<file path="src/gpu_mem_pkg.sv">
package gpu_mem_pkg;

	//////////////////////////////////////////////////////////////////////
	// Datapath widths
	//////////////////////////////////////////////////////////////////////

	localparam int LANES = 8;                 // 32-bit lanes per line
	localparam int LANE_W = 32;
	localparam int LINE_W = LANES * LANE_W;   // 256
	localparam int MEM_ADDR_W = 27;           // Core byte-line address

	//////////////////////////////////////////////////////////////////////
	// Sideband widths
	//////////////////////////////////////////////////////////////////////

	localparam int WARP_W = 3;
	localparam int SCB_W = 2;
	localparam int REG_W = 5;
	localparam int OFFSET_W = 24;
	localparam int LAT_W = 5;                 // Miss latency in cycles

	//////////////////////////////////////////////////////////////////////
	// State encodings
	//////////////////////////////////////////////////////////////////////

	// Host load handshake
	typedef enum logic [1:0]
	{
		FIO_IDLE  = 2'd0,
		FIO_WRITE = 2'd1,  // One-cycle line write
		FIO_ACK   = 2'd2   // Hold ack until req drops
	} fio_state_e;

	// One MSHR entry
	typedef enum logic [1:0]
	{
		MSHR_FREE = 2'd0,
		MSHR_WAIT = 2'd1,  // Latency counting down
		MSHR_DONE = 2'd2   // Waiting for its feedback slot
	} mshr_state_e;

endpackage

</file>
<file path="src/fio_loader.sv">
module fio_loader
	import gpu_mem_pkg::*;
#(
	parameter int MEM_WORDS = 512,
	localparam int AW = $clog2(MEM_WORDS)
)
(
	input  logic              clk,
	input  logic              resetb,

	// Host side, four-phase req/ack
	input  logic              fio_req_i,
	input  logic [AW-1:0]     fio_addr_i,
	input  logic [LINE_W-1:0] fio_data_i,
	output logic              fio_ack_o,

	// Memory side
	output logic              load_we_o,
	output logic [AW-1:0]     load_addr_o,
	output logic [LINE_W-1:0] load_data_o
);

	fio_state_e        state_q;
	fio_state_e        state_d;
	logic [AW-1:0]     addr_q;
	logic [LINE_W-1:0] data_q;

	always_comb
	begin
		state_d = state_q;
		case (state_q)
			FIO_IDLE:  if (fio_req_i) state_d = FIO_WRITE;
			FIO_WRITE: state_d = FIO_ACK;              // Exactly one write
			FIO_ACK:   if (!fio_req_i) state_d = FIO_IDLE;
			default:   state_d = FIO_IDLE;
		endcase
	end

	always_ff @(posedge clk or negedge resetb)
	begin
		if (!resetb)
			state_q <= FIO_IDLE;
		else
			state_q <= state_d;
	end

	// Host holds address and data stable while req is up
	always_ff @(posedge clk)
	begin
		if (state_q == FIO_IDLE && fio_req_i)
		begin
			addr_q <= fio_addr_i;
			data_q <= fio_data_i;
		end
	end

	assign load_we_o = (state_q == FIO_WRITE);
	assign load_addr_o = addr_q;
	assign load_data_o = data_q;
	assign fio_ack_o = (state_q == FIO_ACK);

endmodule

</file>
<file path="config.mk">
export PLATFORM = sky130hd
export DESIGN_NAME = fio_loader
export DESIGN_NICKNAME = d
export VERILOG_FILES = /design/src/gpu_mem_pkg.sv /design/src/fio_loader.sv
export SDC_FILE = /design/constraint.sdc
export NUM_CORES = 1
export LEC_CHECK = 0
export ABC_AREA = 1
export BUFFER_PORTS_ARGS = -buffer_cell sky130_fd_sc_hd__buf_4
export CORE_AREA = 2 2 209 211
export DETAILED_ROUTE_END_ITERATION = 8
export DIE_AREA = 0 0 211 213
export GPL_TIMING_DRIVEN = 0
export SLEW_MARGIN = 30
export SYNTH_ARGS = -nofsm -noshare
export SYNTH_HDL_FRONTEND = slang
export SYNTH_SLANG_ARGS = --single-unit
</file>
<file path="constraint.sdc">
create_clock -name clk -period 18.1 [get_ports clk]
set_input_delay 1.81 -clock clk [delete_from_list [all_inputs] [get_ports clk]]
set_output_delay 1.81 -clock clk [all_outputs]
set_load 0.02 [all_outputs]
</file>
==> results.ini <==
[critical_path]
crit_chain = buf_4, nand2_2, nor2_4, buf_8, buf_16, buf_16, buf_16, buf_16, buf_16
cp_slowest_cell = nor2_4
rrSetupSlack_ns = 15.73
r2r.worst_path.cells = 9
r2r-end = load_data_o[95]
critPathRequiredTime_ns = 18.35
crit_family = buffers and inverters
worst_setup_path_end_kind = flip-flop
crit_path_frequent_cell = buf_16
crit_path_max_fanout = 22
startpoint_type = primary input
slowest_delay_ns = 0.35
cp_num_cells = 9
path_class = primary input to flip-flop
critPathBufInv = 7
arrival_ns = 3.50
rr_startpoint = state_q[0]

[layout]
area.growth.synth_to_final_pct = 73.21
final_area_um2 = 13950
fin_util = 0.3266
instances_no_fill = 1419
regArea_um2 = 8008
multiInputGateArea_um2 = 40.04
antennaDiodeCount = 0
mostFrequentLayoutCells = buf_4, edfxtp_1, clkbuf_16
drive_above_1_share = 0.6793
layout_commonest_cell = buf_4
fill_cells = 4117
finalNetCount = 1123

[sta]
timing.hold.ws_ns = 0.5494
fmax_mhz = 308.0
finalCritPeriodShare = 0.1794
finalMaxSlewViolations = 0
hold_viol_final = 0
worst_pin_slew_ns = 0.4372
setup-violations-final = 0
finalCriticalPeriod_ns = 3.247
fin_tns_setup_ns = 0
rsz0062_at_grt = no
slew_headroom = 0.7078
skew_ns = 0.01299

[route]
vias = 5062
drt_iter0_drc = 298
first_pass_iters = 4
drcViolationCount = 0
wirelength_mm = 25.61
via_per_inst = 3.567
final_antenna_net_count = 0
wire_per_inst_um = 18.05

[floorplan]
core_um2 = 42700
die_y_um = 213
die_w_um = 211
die-area_um2 = 44940
rows = 76
start_util = 0.1886
ioPinCount = 535

[yosys]
postSynthCellCount = 277
yosysWarningCount = 0
syn_nets = 545
syn_area_per_cell_um2 = 29.07
netlist_area_um2 = 8051
seq_area_frac_synth = 0.9946
synth_top_area_cell = edfxtp_1
yosysTopAreaCellShare = 0.9883
ys_seq_elements = 267
ys_top_cells_by_area = edfxtp_1, dfrtp_1, nand2_2, nor2_1, inv_2
ys_types = 8

[hold_path]
hold_depth = 1
min_from = state_q[1]
hold-path-endpoint = state_q[0]
hp-class = flip-flop to flip-flop

[cts]
clockRootBuffer = clkbuf_16
clk_path_buf_depth = 3
cts.clk_slew.worst_paths_ns = 0.06
cts_setup_buffers = 0
tritoncts = built
ctsHoldBuffers = 0
clkLatencyLatePin_ns = 0.55
cts.sinks = 267
ctsHtreeMaxLevel = 1
numCtsBuffers = 29
cts_resized = 0

[power_and_ir_drop]
p_leak_nw = 5.691
powerDensity_nw_per_um2 = 137.9
ir_drop_mv = 0.07543

[place]
placedCellCount = 1370
portBuffers = 534
gp_congestion = 0.7680
hpwl_mm = 20.27
placed_area_um2 = 13100

[status]
status = completed

[global_route]
grtUsageTotal = 0.1054
grt-ovfl-total = 0
grt_antenna_before_repair = 2
grt_pass1_wl_mm = 34.20
grt_max_degree = 27
grt_pass1_vias = 5179

[job]
drv_cap = 0

Yosys cell counts:
| cell type | instances |
|---|---|
| dfrtp_1 | 2 |
| nand3_1 | 1 |
| inv_2 | 2 |
| nand2_1 | 1 |
| nor2_1 | 3 |
| inv_1 | 1 |
| nand2_2 | 2 |
| edfxtp_1 | 265 |
metrics by stage:
step	power, mW	setup WS [ns]
floorplan	1.154	4.240
global placement	1.440	-0.5453
detailed placement	1.405	14.27
CTS	1.963	14.86
global route	2.009	14.74
finish	1.923	14.85
layout make-up:
cell class	count	share of cell area
flip-flops and latches	267	0.5742
repair buffers	547	0.3122
clock buffers	32	0.05284
well taps	546	0.04899
clock inverters	17	0.008075
multi-input cells	7	0.002871
inverters	3	0.0008075
worst register-to-register path, cell delays in order (launching register included):
cell and delay (ns):
dfrtp_1 0.41, inv_2 0.07, nand2_2 0.06, nor2_4 0.35
buf_8 0.23, buf_16 0.19, buf_16 0.20, buf_16 0.20
buf_16 0.18, buf_16 0.18
how the worst max path moves through the flow:
stage                        to       from  slack [ns]
2_1_floorplan    load_addr_o[0]  fio_req_i        4.24
3_3_place_gp   load_data_o[118]  fio_req_i       -0.55
3_5_place_dp   load_data_o[243]  fio_req_i       14.27
4_1_cts         load_data_o[95]  fio_req_i       14.86
5_1_grt         load_data_o[81]  fio_req_i       14.74
6_report        load_data_o[95]  fio_req_i       14.85
state kept, by name (all words and copies together) (netlist names):
register     flops
load_addr_o      9
load_data_o    256
state_q          2
routing by layer:
layer	GRT usage	part of all wire
met3	0.06324	0.15
met5	0	0.0010
met4	0.03545	0.021
met1	0.1065	0.34
met2	0.1801	0.49
cell families (layout without fill, tap and decap cells):
kind of cell | count (synthesis) | count (layout) | share of synthesized area
simple gates | 7 | 7 | 0.004039
buf+inv | 3 | 599 | 0.001399
flops | 267 | 267 | 0.9946
power breakdown:
part / switching, mW / internal [mW] / total [mW]
registers: 0.0384 / 0.838 / 0.876
logic: 0.289 / 0.216 / 0.505
clock network: 0.238 / 0.305 / 0.542
total: 0.565 / 1.36 / 1.92
(Power assumes the default switching activity.)
